## config.mk

```make
export PLATFORM = sky130hd
export DESIGN_NAME = cpu_top
export DESIGN_NICKNAME = d
export VERILOG_FILES = /design/src/source/cpu_pkg.sv /design/src/source/reg_file.sv /design/src/source/fetch_unit.sv /design/src/source/exec_unit.sv /design/src/source/mem_unit.sv /design/src/source/bus_arbiter.sv /design/src/source/cpu_top.sv
export SDC_FILE = /design/constraint.sdc
export NUM_CORES = 2
export LEC_CHECK = 0
export BUFFER_PORTS_ARGS = -buffer_cell sky130_fd_sc_hd__buf_4
export CORE_UTILIZATION = 40
export CTS_CLUSTER_DIAMETER = 80
export DETAILED_ROUTE_END_ITERATION = 8
export HOLD_SLACK_MARGIN = 0.12
export SLEW_MARGIN = 25
export SYNTH_ARGS = -nofsm -noshare
export SYNTH_HDL_FRONTEND = slang
export SYNTH_SLANG_ARGS = --single-unit
```

## constraint.sdc

```tcl
create_clock -name clk -period 8.1 [get_ports clk]
set_input_delay 1.215 -clock clk [delete_from_list [all_inputs] [get_ports clk]]
set_output_delay 1.215 -clock clk [all_outputs]
set_load 0.005 [all_outputs]
```

## src/source/cpu_pkg.sv

```systemverilog
`default_nettype none

package cpu_pkg;

    localparam int XLEN = 32;

    typedef logic [XLEN-1:0] word_t;
    typedef logic [4:0]      reg_idx_t;

    // instruction class carried from execute to memory stage
    typedef enum logic [2:0] {
        OP_NOP,
        OP_ADD,
        OP_ADDI,
        OP_LD,
        OP_ST
    } op_e;

    // ==================================================
    // opcodes
    // ==================================================

    // 3R format, opcode in bits 31..15
    localparam logic [16:0] OPC_ADD_W  = 17'h00020;

    // 2RI12 format, opcode in bits 31..22
    localparam logic [9:0]  OPC_ADDI_W = 10'h00A;
    localparam logic [9:0]  OPC_LD_W   = 10'h0A2;
    // st.w uses rd as the data source
    localparam logic [9:0]  OPC_ST_W   = 10'h0A6;

endpackage

`default_nettype wire

```

## src/source/reg_file.sv

```systemverilog
`timescale 1ns/1ps
`default_nettype none

module reg_file (
    input  wire logic             clk,
    input  wire logic             rst_n_i,
    input  wire cpu_pkg::reg_idx_t ra_i,
    input  wire cpu_pkg::reg_idx_t rb_i,
    input  wire cpu_pkg::reg_idx_t rc_i,
    output cpu_pkg::word_t        ra_data_o,
    output cpu_pkg::word_t        rb_data_o,
    output cpu_pkg::word_t        rc_data_o,
    input  wire logic             we_i,
    input  wire cpu_pkg::reg_idx_t wnum_i,
    input  wire cpu_pkg::word_t   wdata_i
);

    import cpu_pkg::*;

    word_t regs [32];

    // write-first, r0 reads zero
    function automatic word_t read_port(input reg_idx_t idx);
        word_t val;
        if (idx == '0)
            val = '0;
        else if (we_i && wnum_i == idx)
            val = wdata_i;
        else
            val = regs[idx];
        return val;
    endfunction

    always_comb begin
        ra_data_o = read_port(ra_i);
        rb_data_o = read_port(rb_i);
        rc_data_o = read_port(rc_i);
    end

    always_ff @(posedge clk) begin
        if (rst_n_i && we_i && wnum_i != '0) begin
            regs[wnum_i] <= wdata_i;
        end
    end

endmodule

`default_nettype wire

```

## src/source/fetch_unit.sv

```systemverilog
`timescale 1ns/1ps
`default_nettype none

module fetch_unit #(
    parameter cpu_pkg::word_t RESET_PC = '0
) (
    input  wire logic           clk,
    input  wire logic           rst_n_i,
    // instruction bus
    output logic                ibus_req_o,
    output cpu_pkg::word_t      ibus_addr_o,
    input  wire logic           ibus_gnt_i,
    input  wire logic           ibus_rvalid_i,
    input  wire cpu_pkg::word_t ibus_rdata_i,
    // to execute
    input  wire logic           ex_ready_i,
    output logic                if_valid_o,
    output cpu_pkg::word_t      if_inst_o,
    output cpu_pkg::word_t      if_pc_o
);

    import cpu_pkg::*;

    logic  req_q;
    logic  wait_q;
    logic  valid_q;
    logic  take;
    word_t pc_q;
    word_t inst_q;
    word_t ipc_q;

    assign take = valid_q && ex_ready_i;

    // ==================================================
    // request sequencing
    // ==================================================
    always_ff @(posedge clk) begin
        if (!rst_n_i) begin
            req_q   <= 1'b0;
            wait_q  <= 1'b0;
            valid_q <= 1'b0;
            pc_q    <= RESET_PC;
        end else begin
            if (req_q && ibus_gnt_i) begin
                req_q  <= 1'b0;
                wait_q <= 1'b1;
                pc_q   <= pc_q + 32'd4;
            end else if (!req_q && !wait_q && (!valid_q || take)) begin
                // holding register empty or leaving this cycle
                req_q <= 1'b1;
            end

            if (ibus_rvalid_i) begin
                wait_q  <= 1'b0;
                valid_q <= 1'b1;
            end else if (take) begin
                valid_q <= 1'b0;
            end
        end
    end

    // holding register
    always_ff @(posedge clk) begin
        if (ibus_rvalid_i) begin
            inst_q <= ibus_rdata_i;
            // pc already advanced at acceptance
            ipc_q  <= pc_q - 32'd4;
        end
    end

    assign ibus_req_o  = req_q;
    assign ibus_addr_o = pc_q;

    assign if_valid_o = valid_q;
    assign if_inst_o  = inst_q;
    assign if_pc_o    = ipc_q;

endmodule

`default_nettype wire

```

## src/source/exec_unit.sv

```systemverilog
`timescale 1ns/1ps
`default_nettype none

module exec_unit (
    input  wire logic              clk,
    input  wire logic              rst_n_i,
    // from fetch
    input  wire logic              if_valid_i,
    input  wire cpu_pkg::word_t    if_inst_i,
    input  wire cpu_pkg::word_t    if_pc_i,
    output logic                   ex_ready_o,
    // register file read
    output cpu_pkg::reg_idx_t      ra_o,
    output cpu_pkg::reg_idx_t      rb_o,
    output cpu_pkg::reg_idx_t      rc_o,
    input  wire cpu_pkg::word_t    ra_data_i,
    input  wire cpu_pkg::word_t    rb_data_i,
    input  wire cpu_pkg::word_t    rc_data_i,
    // from memory stage
    input  wire logic              mem_busy_i,
    input  wire logic              mem_dst_valid_i,
    input  wire cpu_pkg::reg_idx_t mem_dst_i,
    // memory stage register
    output logic                   ex_valid_o,
    output cpu_pkg::op_e           ex_op_o,
    output cpu_pkg::reg_idx_t      ex_rd_o,
    output cpu_pkg::word_t         ex_result_o,
    output cpu_pkg::word_t         ex_wdata_o,
    output cpu_pkg::word_t         ex_pc_o,
    output cpu_pkg::word_t         ex_inst_o
);

    import cpu_pkg::*;

    op_e      op;
    reg_idx_t rj;
    reg_idx_t rk;
    reg_idx_t rd;
    word_t    imm;
    word_t    result;
    logic     use_rk;
    logic     use_rd;
    logic     hazard;

    assign rd  = if_inst_i[4:0];
    assign rj  = if_inst_i[9:5];
    assign rk  = if_inst_i[14:10];
    assign imm = {{20{if_inst_i[21]}}, if_inst_i[21:10]};

    // ==================================================
    // decode
    // ==================================================
    always_comb begin
        op = OP_NOP;
        if (if_inst_i[31:15] == OPC_ADD_W) begin
            op = OP_ADD;
        end else begin
            case (if_inst_i[31:22])
                OPC_ADDI_W: op = OP_ADDI;
                OPC_LD_W:   op = OP_LD;
                OPC_ST_W:   op = OP_ST;
                default:    op = OP_NOP;
            endcase
        end
    end

    assign ra_o = rj;
    assign rb_o = rk;
    assign rc_o = rd;

    assign use_rk = (op == OP_ADD);
    assign use_rd = (op == OP_ST);

    // raw check against the instruction in the memory stage only
    always_comb begin
        hazard = 1'b0;
        if (if_valid_i && op != OP_NOP && mem_dst_valid_i && mem_dst_i != '0) begin
            hazard = (rj == mem_dst_i)
                  || (use_rk && rk == mem_dst_i)
                  || (use_rd && rd == mem_dst_i);
        end
    end

    assign ex_ready_o = !mem_busy_i && !hazard;

    // sum for alu ops, address for ld/st
    assign result = ra_data_i + (use_rk ? rb_data_i : imm);

    always_ff @(posedge clk) begin
        if (!rst_n_i) begin
            ex_valid_o <= 1'b0;
        end else if (!mem_busy_i) begin
            // bubble on hazard
            ex_valid_o <= if_valid_i && !hazard;
        end
    end

    always_ff @(posedge clk) begin
        if (!mem_busy_i) begin
            ex_op_o     <= op;
            ex_rd_o     <= rd;
            ex_result_o <= result;
            ex_wdata_o  <= rc_data_i;
            ex_pc_o     <= if_pc_i;
            ex_inst_o   <= if_inst_i;
        end
    end

endmodule

`default_nettype wire

```

## src/source/mem_unit.sv

```systemverilog
`timescale 1ns/1ps
`default_nettype none

module mem_unit (
    input  wire logic              clk,
    input  wire logic              rst_n_i,
    // memory stage register
    input  wire logic              ex_valid_i,
    input  wire cpu_pkg::op_e      ex_op_i,
    input  wire cpu_pkg::reg_idx_t ex_rd_i,
    input  wire cpu_pkg::word_t    ex_result_i,
    input  wire cpu_pkg::word_t    ex_wdata_i,
    input  wire cpu_pkg::word_t    ex_pc_i,
    input  wire cpu_pkg::word_t    ex_inst_i,
    // stall chain and hazard info
    output logic                   mem_busy_o,
    output logic                   mem_dst_valid_o,
    output cpu_pkg::reg_idx_t      mem_dst_o,
    // data bus
    output logic                   dbus_req_o,
    output logic                   dbus_we_o,
    output cpu_pkg::word_t         dbus_addr_o,
    output cpu_pkg::word_t         dbus_wdata_o,
    input  wire logic              dbus_gnt_i,
    input  wire logic              dbus_rvalid_i,
    input  wire cpu_pkg::word_t    dbus_rdata_i,
    // register write
    output logic                   rf_we_o,
    output cpu_pkg::reg_idx_t      rf_wnum_o,
    output cpu_pkg::word_t         rf_wdata_o,
    // debug
    output logic                   debug_wb_valid_o,
    output logic                   debug_wb_we_o,
    output cpu_pkg::word_t         debug_wb_pc_o,
    output cpu_pkg::reg_idx_t      debug_wb_wnum_o,
    output cpu_pkg::word_t         debug_wb_wdata_o,
    output cpu_pkg::word_t         debug_wb_inst_o
);

    import cpu_pkg::*;

    logic     is_mem;
    logic     writes_rd;
    logic     done;
    logic     issued_q;
    logic     wb_valid_q;
    logic     wb_we_q;
    reg_idx_t wb_wnum_q;
    word_t    wb_wdata_q;
    word_t    wb_pc_q;
    word_t    wb_inst_q;

    assign is_mem    = (ex_op_i == OP_LD) || (ex_op_i == OP_ST);
    assign writes_rd = (ex_op_i == OP_ADD) || (ex_op_i == OP_ADDI) || (ex_op_i == OP_LD);

    // alu ops leave at once, ld/st wait for their response
    assign done       = ex_valid_i && (!is_mem || (issued_q && dbus_rvalid_i));
    assign mem_busy_o = ex_valid_i && !done;

    assign mem_dst_valid_o = ex_valid_i && writes_rd;
    assign mem_dst_o       = ex_rd_i;

    assign dbus_req_o   = ex_valid_i && is_mem && !issued_q;
    assign dbus_we_o    = (ex_op_i == OP_ST);
    assign dbus_addr_o  = ex_result_i;
    assign dbus_wdata_o = ex_wdata_i;

    always_ff @(posedge clk) begin
        if (!rst_n_i) begin
            issued_q   <= 1'b0;
            wb_valid_q <= 1'b0;
            wb_we_q    <= 1'b0;
        end else begin
            if (dbus_gnt_i)
                issued_q <= 1'b1;
            else if (dbus_rvalid_i)
                issued_q <= 1'b0;
            wb_valid_q <= done;
            wb_we_q    <= done && writes_rd && ex_rd_i != '0;
        end
    end

    // ==================================================
    // retire register
    // ==================================================
    always_ff @(posedge clk) begin
        if (done) begin
            wb_wnum_q <= ex_rd_i;
            wb_pc_q   <= ex_pc_i;
            wb_inst_q <= ex_inst_i;
            case (ex_op_i)
                OP_LD:   wb_wdata_q <= dbus_rdata_i;
                OP_ST:   wb_wdata_q <= ex_wdata_i;
                default: wb_wdata_q <= ex_result_i;
            endcase
        end
    end

    assign rf_we_o    = wb_we_q;
    assign rf_wnum_o  = wb_wnum_q;
    assign rf_wdata_o = wb_wdata_q;

    assign debug_wb_valid_o = wb_valid_q;
    assign debug_wb_we_o    = wb_we_q;
    assign debug_wb_pc_o    = wb_pc_q;
    assign debug_wb_wnum_o  = wb_wnum_q;
    assign debug_wb_wdata_o = wb_wdata_q;
    assign debug_wb_inst_o  = wb_inst_q;

endmodule

`default_nettype wire

```

## src/source/bus_arbiter.sv

```systemverilog
`timescale 1ns/1ps
`default_nettype none

module bus_arbiter (
    input  wire logic           clk,
    input  wire logic           rst_n_i,
    // instruction port
    input  wire logic           ibus_req_i,
    input  wire cpu_pkg::word_t ibus_addr_i,
    output logic                ibus_gnt_o,
    output logic                ibus_rvalid_o,
    // data port
    input  wire logic           dbus_req_i,
    input  wire logic           dbus_we_i,
    input  wire cpu_pkg::word_t dbus_addr_i,
    input  wire cpu_pkg::word_t dbus_wdata_i,
    output logic                dbus_gnt_o,
    output logic                dbus_rvalid_o,
    output cpu_pkg::word_t      rdata_o,
    // external memory bus
    output logic                mem_req_o,
    output logic                mem_we_o,
    output cpu_pkg::word_t      mem_addr_o,
    output cpu_pkg::word_t      mem_wdata_o,
    input  wire logic           mem_ready_i,
    input  wire logic           mem_rvalid_i,
    input  wire cpu_pkg::word_t mem_rdata_i
);

    logic busy_q;
    logic lock_q;
    logic owner_q;
    logic sel_data;
    logic accept;

    // data first, but a request already on the bus keeps its port
    assign sel_data = lock_q ? owner_q : dbus_req_i;

    assign mem_req_o   = !busy_q && (ibus_req_i || dbus_req_i);
    assign mem_we_o    = sel_data && dbus_we_i;
    assign mem_addr_o  = sel_data ? dbus_addr_i : ibus_addr_i;
    assign mem_wdata_o = dbus_wdata_i;
    assign accept      = mem_req_o && mem_ready_i;

    assign ibus_gnt_o = accept && !sel_data;
    assign dbus_gnt_o = accept && sel_data;

    assign ibus_rvalid_o = busy_q && mem_rvalid_i && !owner_q;
    assign dbus_rvalid_o = busy_q && mem_rvalid_i && owner_q;
    assign rdata_o       = mem_rdata_i;

    always_ff @(posedge clk) begin
        if (!rst_n_i) begin
            busy_q  <= 1'b0;
            lock_q  <= 1'b0;
            owner_q <= 1'b0;
        end else if (busy_q) begin
            if (mem_rvalid_i)
                busy_q <= 1'b0;
        end else if (mem_req_o) begin
            owner_q <= sel_data;
            busy_q  <= mem_ready_i;
            lock_q  <= !mem_ready_i;
        end
    end

endmodule

`default_nettype wire

```

## src/source/cpu_top.sv

```systemverilog
`timescale 1ns/1ps
`default_nettype none

module cpu_top #(
    parameter cpu_pkg::word_t RESET_PC = '0
) (
    input  wire logic           clk,
    input  wire logic           rst_n_i,
    // external memory bus
    output logic                mem_req_o,
    output logic                mem_we_o,
    output cpu_pkg::word_t      mem_addr_o,
    output cpu_pkg::word_t      mem_wdata_o,
    input  wire logic           mem_ready_i,
    input  wire logic           mem_rvalid_i,
    input  wire cpu_pkg::word_t mem_rdata_i,
    // debug writeback
    output logic                debug_wb_valid_o,
    output logic                debug_wb_we_o,
    output cpu_pkg::word_t      debug_wb_pc_o,
    output cpu_pkg::reg_idx_t   debug_wb_wnum_o,
    output cpu_pkg::word_t      debug_wb_wdata_o,
    output cpu_pkg::word_t      debug_wb_inst_o
);

    import cpu_pkg::*;

    // bus ports
    logic     ibus_req, ibus_gnt, ibus_rvalid;
    logic     dbus_req, dbus_we, dbus_gnt, dbus_rvalid;
    word_t    ibus_addr, dbus_addr, dbus_wdata, bus_rdata;

    // fetch to execute
    logic     if_valid, ex_ready;
    word_t    if_inst, if_pc;

    // register file
    reg_idx_t ra, rb, rc, rf_wnum;
    word_t    ra_data, rb_data, rc_data, rf_wdata;
    logic     rf_we;

    // memory stage
    logic     mem_busy, mem_dst_valid, ex_valid;
    reg_idx_t mem_dst, ex_rd;
    op_e      ex_op;
    word_t    ex_result, ex_wdata, ex_pc, ex_inst;

    reg_file u_reg_file (
        .clk, .rst_n_i,
        .ra_i(ra), .rb_i(rb), .rc_i(rc),
        .ra_data_o(ra_data), .rb_data_o(rb_data), .rc_data_o(rc_data),
        .we_i(rf_we), .wnum_i(rf_wnum), .wdata_i(rf_wdata)
    );

    fetch_unit #(
        .RESET_PC(RESET_PC)
    ) u_fetch_unit (
        .clk, .rst_n_i,
        .ibus_req_o(ibus_req), .ibus_addr_o(ibus_addr),
        .ibus_gnt_i(ibus_gnt), .ibus_rvalid_i(ibus_rvalid), .ibus_rdata_i(bus_rdata),
        .ex_ready_i(ex_ready),
        .if_valid_o(if_valid), .if_inst_o(if_inst), .if_pc_o(if_pc)
    );

    exec_unit u_exec_unit (
        .clk, .rst_n_i,
        .if_valid_i(if_valid), .if_inst_i(if_inst), .if_pc_i(if_pc),
        .ex_ready_o(ex_ready),
        .ra_o(ra), .rb_o(rb), .rc_o(rc),
        .ra_data_i(ra_data), .rb_data_i(rb_data), .rc_data_i(rc_data),
        .mem_busy_i(mem_busy), .mem_dst_valid_i(mem_dst_valid), .mem_dst_i(mem_dst),
        .ex_valid_o(ex_valid), .ex_op_o(ex_op), .ex_rd_o(ex_rd),
        .ex_result_o(ex_result), .ex_wdata_o(ex_wdata),
        .ex_pc_o(ex_pc), .ex_inst_o(ex_inst)
    );

    mem_unit u_mem_unit (
        .clk, .rst_n_i,
        .ex_valid_i(ex_valid), .ex_op_i(ex_op), .ex_rd_i(ex_rd),
        .ex_result_i(ex_result), .ex_wdata_i(ex_wdata),
        .ex_pc_i(ex_pc), .ex_inst_i(ex_inst),
        .mem_busy_o(mem_busy), .mem_dst_valid_o(mem_dst_valid), .mem_dst_o(mem_dst),
        .dbus_req_o(dbus_req), .dbus_we_o(dbus_we),
        .dbus_addr_o(dbus_addr), .dbus_wdata_o(dbus_wdata),
        .dbus_gnt_i(dbus_gnt), .dbus_rvalid_i(dbus_rvalid), .dbus_rdata_i(bus_rdata),
        .rf_we_o(rf_we), .rf_wnum_o(rf_wnum), .rf_wdata_o(rf_wdata),
        .debug_wb_valid_o, .debug_wb_we_o, .debug_wb_pc_o,
        .debug_wb_wnum_o, .debug_wb_wdata_o, .debug_wb_inst_o
    );

    // shared memory bus
    bus_arbiter u_bus_arbiter (
        .clk, .rst_n_i,
        .ibus_req_i(ibus_req), .ibus_addr_i(ibus_addr),
        .ibus_gnt_o(ibus_gnt), .ibus_rvalid_o(ibus_rvalid),
        .dbus_req_i(dbus_req), .dbus_we_i(dbus_we),
        .dbus_addr_i(dbus_addr), .dbus_wdata_i(dbus_wdata),
        .dbus_gnt_o(dbus_gnt), .dbus_rvalid_o(dbus_rvalid),
        .rdata_o(bus_rdata),
        .mem_req_o, .mem_we_o, .mem_addr_o, .mem_wdata_o,
        .mem_ready_i, .mem_rvalid_i, .mem_rdata_i
    );

endmodule

`default_nettype wire

```

## Word-level counts from Yosys, hierarchy flattened

Memory sizes are Yosys's and may differ from the RTL's. A register that Yosys moved wholly into a read port is not among the register bits.
Index checks and enable logic that the tools add are counted.
Widths: inputs -> output; s select.

| operators by class | value |
|---|---|
| add/subtract/negate cells | 3 |
| eq/ne operators | 16 |
| mux-type cells | 24 |
| bitwise gates (word level) | 2 |
| reductions and logical operators | 63 |

Operators with widths:

| operator | number |
|---|---|
| $mux 32 | 7 |
| $pmux 32 s2 | 1 |
| $add 32x3->32 const B | 1 |
| $add 32x32->32 | 1 |
| $logic_and 1x1->1 | 32 |
| $sub 32x3->32 const B | 1 |
| $eq 5x5->1 | 6 |
| $eq 10x8->1 const B | 2 |
| $eq 17x6->1 const B | 1 |
| $logic_not 5->1 | 3 |
| $mux 5 | 3 |
| $logic_not 1->1 | 12 |
| $mux 1 | 11 |
| $eq 10x4->1 const B | 1 |
| $reduce_bool 5->1 | 2 |
| $pmux 3 s3 | 1 |
| $logic_or 1x1->1 | 8 |
| $eq 3x1->1 const B | 2 |
| $eq 3x2->1 const B | 2 |
| $eq 3x3->1 const B | 2 |
| $reduce_bool 2->1 | 2 |
| $reduce_or 2->1 | 2 |
| $mux 3 | 1 |
| $reduce_bool 3->1 | 1 |
| 2 further kinds | 3 |

| word-level totals | value |
|---|---|
| bits in registers | 343 |
| memory bits (writable) | 1024 |
| input port bits | 36 |
| output and inout port bits | 169 |
| memories | 1 |

Memories:

| name | words | width | read ports | clocked after Yosys merged registers in | write ports | RTL line | text |
|---|---|---|---|---|---|---|---|
| u_reg_file.regs | 32 | 32 | 3 | 3 | 1 | reg_file.sv:20 | `word_t regs [32];` |

## Longest topological paths before layout

| depth | value |
|---|---|
| word-level depth | 13 |
| mapped depth | 20 |
| gate-level depth less buffers | 18 |

## Hierarchy

A second synthesis with hierarchy kept.

| unflattened totals | value |
|---|---|
| cell total of the unflattened synthesis | 4675 |
| area, all modules | 73421.7 um2 |

Modules (own cells, without submodules):

| module | times used | cells an instance | area an instance (um2) |
|---|---|---|---|
| reg_file | 1 | 3425 | 56997.2 |
| exec_unit | 1 | 481 | 6565.0 |
| mem_unit | 1 | 303 | 4657.0 |
| fetch_unit | 1 | 346 | 4035.1 |
| bus_arbiter | 1 | 120 | 1167.4 |

## Worst setup path before layout

OpenSTA, ideal clock, no wires.

| timing | value |
|---|---|
| path type | register to register |
| from | register with a tool-made name |
| to | register u_exec_unit.ex_result_o[30], data pin |
| setup time | 0.265 ns |
| arrival time | 4.719 ns |
| data required time | 7.835 ns |
| setup slack | 3.116 ns |
| stages on the path, launching flop included | 21 |
| buffers on the path | 3 |
| period minus slack after synthesis | 4.984 ns |
| cells stage by stage | dfxtp_1 -> buf_2 -> buf_1 -> buf_2 -> mux4_2 -> mux4_2 -> mux2i_1 -> o21ai_0 -> nand2_1 -> o21ai_0 -> ha_1 -> inv_1 -> fa_1 -> nor2b_1 -> o31ai_1 -> a21oi_1 -> o311ai_0 -> o21ai_0 -> a221oi_1 -> a22oi_1 -> xor2_1 |

RTL lines:

| what | RTL line | text |
|---|---|---|
| end signal, assigned | exec_unit.sv:102 | `ex_result_o <= result;` |
| end, declared | exec_unit.sv:27 | `output cpu_pkg::word_t ex_result_o,` |

==> results_dict.tcl <==
set metrics [dict create \
    status "finished clean" \
    leakage_nw 26.01 \
    cts_sink_cnt 1364 \
    setup_total_negative_slack_ns 0 \
    ioPinCount 205 \
    synth-seq-area-share 0.5747 \
    total_power_mw 17.24 \
    antenna_found_initial 5 \
    top_post_synthesis_cells_by_count "1309 x sky130_fd_sc_hd__edfxtp_1, 953 x sky130_fd_sc_hd__mux4_2, 198 x sky130_fd_sc_hd__clkbuf_1" \
    final.fill_count 14610 \
    globalRouteOverflowTotal 0 \
    max-cap-violations 0 \
    postCtsHoldBufs 0 \
    nNetsFinal 4009 \
    cp_cell_sequence "buf_12, mux4_2, mux4_2, mux2i_1, nor2_1, a21oi_1, o21bai_1, ha_1, and3_1, nand4_1, a21oi_1, o311ai_0, buf_4, o311ai_0, a31oi_1, o21bai_1, xor2_1" \
    vias 41940 \
    cts-root-to-sink-buffers 3 \
    crit_path_end_kind "register" \
    gp_routability_congestion 0.8753 \
    syn2layout_area_growth_pct 14.08 \
    netlist.area_leader.share 0.5591 \
    clock_latency_ns 0.80 \
    clk_pin_slew_worst_paths_ns 0.06 \
    kind_of_cell_with_the_highest_combined_delay_on_the_critical_path "compound AO/OA/AOI/OAI gates" \
    drive_above_1_share 0.3949 \
    synth_cells 3734 \
    clock_tree_from_tritoncts "done" \
    postSynthAreaPerCell_sq_um 18.83 \
    gr-usage-all-layers 0.2586 \
    synthDistinctLibCells 65 \
    firstDrtPassIters 7 \
    post_cts_resize_count 0 \
    fp-row-count 153 \
    initial_util 0.4036 \
    worst_path_maximum_fanout 60 \
    synthArstFlopShare 0 \
    cts_made_buffers 146 \
    worst_ir_drop_vdd_v 0.0001620 \
    min_period_ns 5.839 \
    numPortBuffers 202 \
    yosys.area.top_type "sky130_fd_sc_hd__edfxtp_1" \
    synth_flop_cell "sky130_fd_sc_hd__edfxtp_1" \
    number_of_global_route_vias_before_repair 41070 \
    vertical_die_dimension_um 421.2 \
    worstPathArrival_ns 6.39 \
    crit_buf_inv 2 \
    slowest_stage "sky130_fd_sc_hd__dfxtp_4" \
    max_clock_freq_mhz 171.3 \
    timing_max_transition_violations_final 0 \
    critical_path_required_ns 8.65 \
    fp.dieW_um 421.2 \
    place_hpwl_mm 132.8 \
    wl_mm 230.5 \
    cpPeakStageDelay_ns 0.94 \
    routed_via_density 6.574 \
    worstSetupPathType "reg2reg" \
    clock-skew-final_ns 0.01991 \
    setup.worst_path.start_class "register" \
    finalHoldViolCount 0 \
    synthTopCellsByArea "sky130_fd_sc_hd__edfxtp_1 56%, sky130_fd_sc_hd__mux4_2 31%, sky130_fd_sc_hd__dfxtp_1 1.6%, sky130_fd_sc_hd__mux2i_1 1.5%, sky130_fd_sc_hd__clkbuf_1 1.1%" \
    clock-root-buffer "sky130_fd_sc_hd__clkbuf_16" \
    number_of_h_tree_levels 4 \
    transition_at_the_pin_with_the_smallest_max_transition_slack_ns 1.100 \
    finalSetupViolations 0 \
    yosysWarnings 0 \
    grt_setup_unrepaired "no" \
    timing.hold.worst.class "reg2reg" \
    antenna_left 0 \
    slew_headroom 0.2668 \
    detailed_router_s_first_iteration_violation_count 5950 \
    area_of_the_die_sq_um 177400 \
    power_per_cell_area_nw_per_um2 214.9 \
    grt_pass1_wl_mm 322.7 \
    post_cts.repair.setup_buffers 0 \
    core_area_sq_um 174200 \
    ys_seq_elements 1364 \
    grt_max_degree 95 \
    layout_worst_path_cycle_share 0.7209 \
    reg2reg_slack_ns 2.26 \
    avgRoutedWirePerCell_um 36.12 \
    most_numerous_cell_in_the_yosys_netlist "sky130_fd_sc_hd__edfxtp_1" \
    route.detailed.drc 0 \
    synth-edff-count 1309 \
    mappedNetlistArea_sq_um 70310 \
]
## kinds of logic (layout without fill, tap and decap cells)
| logic type | after synthesis | count (layout) | share of synthesized area |
|---|---|---|---|
| adder cells (fa/ha/maj) | 34 | 34 | 0.006158 |
| buffers and inverters | 327 | 614 | 0.01817 |
| flip-flops | 1364 | 1364 | 0.5747 |
| XOR/XNOR | 109 | 109 | 0.01358 |
| AND/OR/NAND/NOR | 530 | 530 | 0.03495 |
| other | 1 | 35 | 0.00005334 |
| multiplexers | 1085 | 1085 | 0.3246 |
| AO/OA/AOI/OAI | 284 | 284 | 0.02774 |
## registers in the layout, indices dropped and copies added (netlist names), 3 cells and up, named ones only
name / cells
u_mem_unit.debug_wb_inst_o: 32
u_fetch_unit.if_inst_o: 32
u_exec_unit.ex_pc_o: 30
u_exec_unit.ex_wdata_o: 32
u_exec_unit.ex_op_o: 3
u_mem_unit.debug_wb_wdata_o: 32
u_mem_unit.debug_wb_pc_o: 30
u_fetch_unit.if_pc_o: 30
u_exec_unit.ex_inst_o: 32
u_fetch_unit.ibus_addr_o: 30
u_reg_file.regs: 1024
u_exec_unit.ex_result_o: 32
## power breakdown
part / internal [mW] / total (mW) / switching, mW
logic: 1.03 / 2.06 / 1.03
clock network: 4.14 / 7.02 / 2.88
registers: 7.84 / 8.16 / 0.318
total: 13.0 / 17.2 / 4.23
## layout make-up
class | instances | area [sq um] | share of cell area
multi-input cells | 2076 | 29040 | 0.3621
repair buffers | 334 | 2785 | 0.03472
clock buffers | 182 | 3969 | 0.04948
inverters | 17 | 75.07 | 0.0009360
diodes | 1 | 2.502 | 0.00003120
flip-flops and latches | 1364 | 40460 | 0.5044
well taps | 2325 | 2909 | 0.03627
clock inverters | 81 | 964.7 | 0.01203
## stage by stage
step                      cells  hold WS, ns  area (sq um)  worst slack (ns)  utilization
after floorplan            3767       0.4003         70430             3.116            -
after global placement     6113       0.4006         75210             2.214       0.4317
after detailed placement   6115       0.4045         75260             2.189       0.4320
after CTS                  6378       0.4174         80190             2.172       0.4603
after global routing       6379       0.4201         80210             1.773       0.4604
final                      6380       0.4160         80210             2.261       0.4604
## layer usage
metal | wire (um) | track usage
met1 | 88920 | 0.3548
met4 | 8617 | 0.09248
met3 | 24200 | 0.05801
met5 | 27 | 0
met2 | 108700 | 0.4059
## cell usage in the layout, fill, tap and decap left out, types with 41 or more instances in the layout
master / netlist / layout
sky130_fd_sc_hd__a211oi_1: 68 / 68
sky130_fd_sc_hd__edfxtp_1: 1309 / 1309
sky130_fd_sc_hd__xor2_1: 58 / 58
sky130_fd_sc_hd__nand2_1: 171 / 171
sky130_fd_sc_hd__nor2_1: 174 / 143
sky130_fd_sc_hd__clkbuf_16: 0 / 154
sky130_fd_sc_hd__buf_4: 7 / 312
sky130_fd_sc_hd__xnor2_1: 51 / 51
sky130_fd_sc_hd__mux2i_1: 102 / 102
sky130_fd_sc_hd__dfxtp_1: 55 / 41
sky130_fd_sc_hd__mux4_2: 953 / 953
sky130_fd_sc_hd__a21oi_1: 59 / 58
## path summary, 6_finish.rpt
path	from	to	depth (start not counted)
max reg2reg	register	u_exec_unit.ex_result_o[28]	17
min reg2reg	u_exec_unit.ex_inst_o[5]	u_mem_unit.debug_wb_inst_o[5]	0
min	u_exec_unit.ex_inst_o[5]	u_mem_unit.debug_wb_inst_o[5]	0
max	register	u_exec_unit.ex_result_o[28]	17
Note: power is estimated with default switching activity, not from simulation.
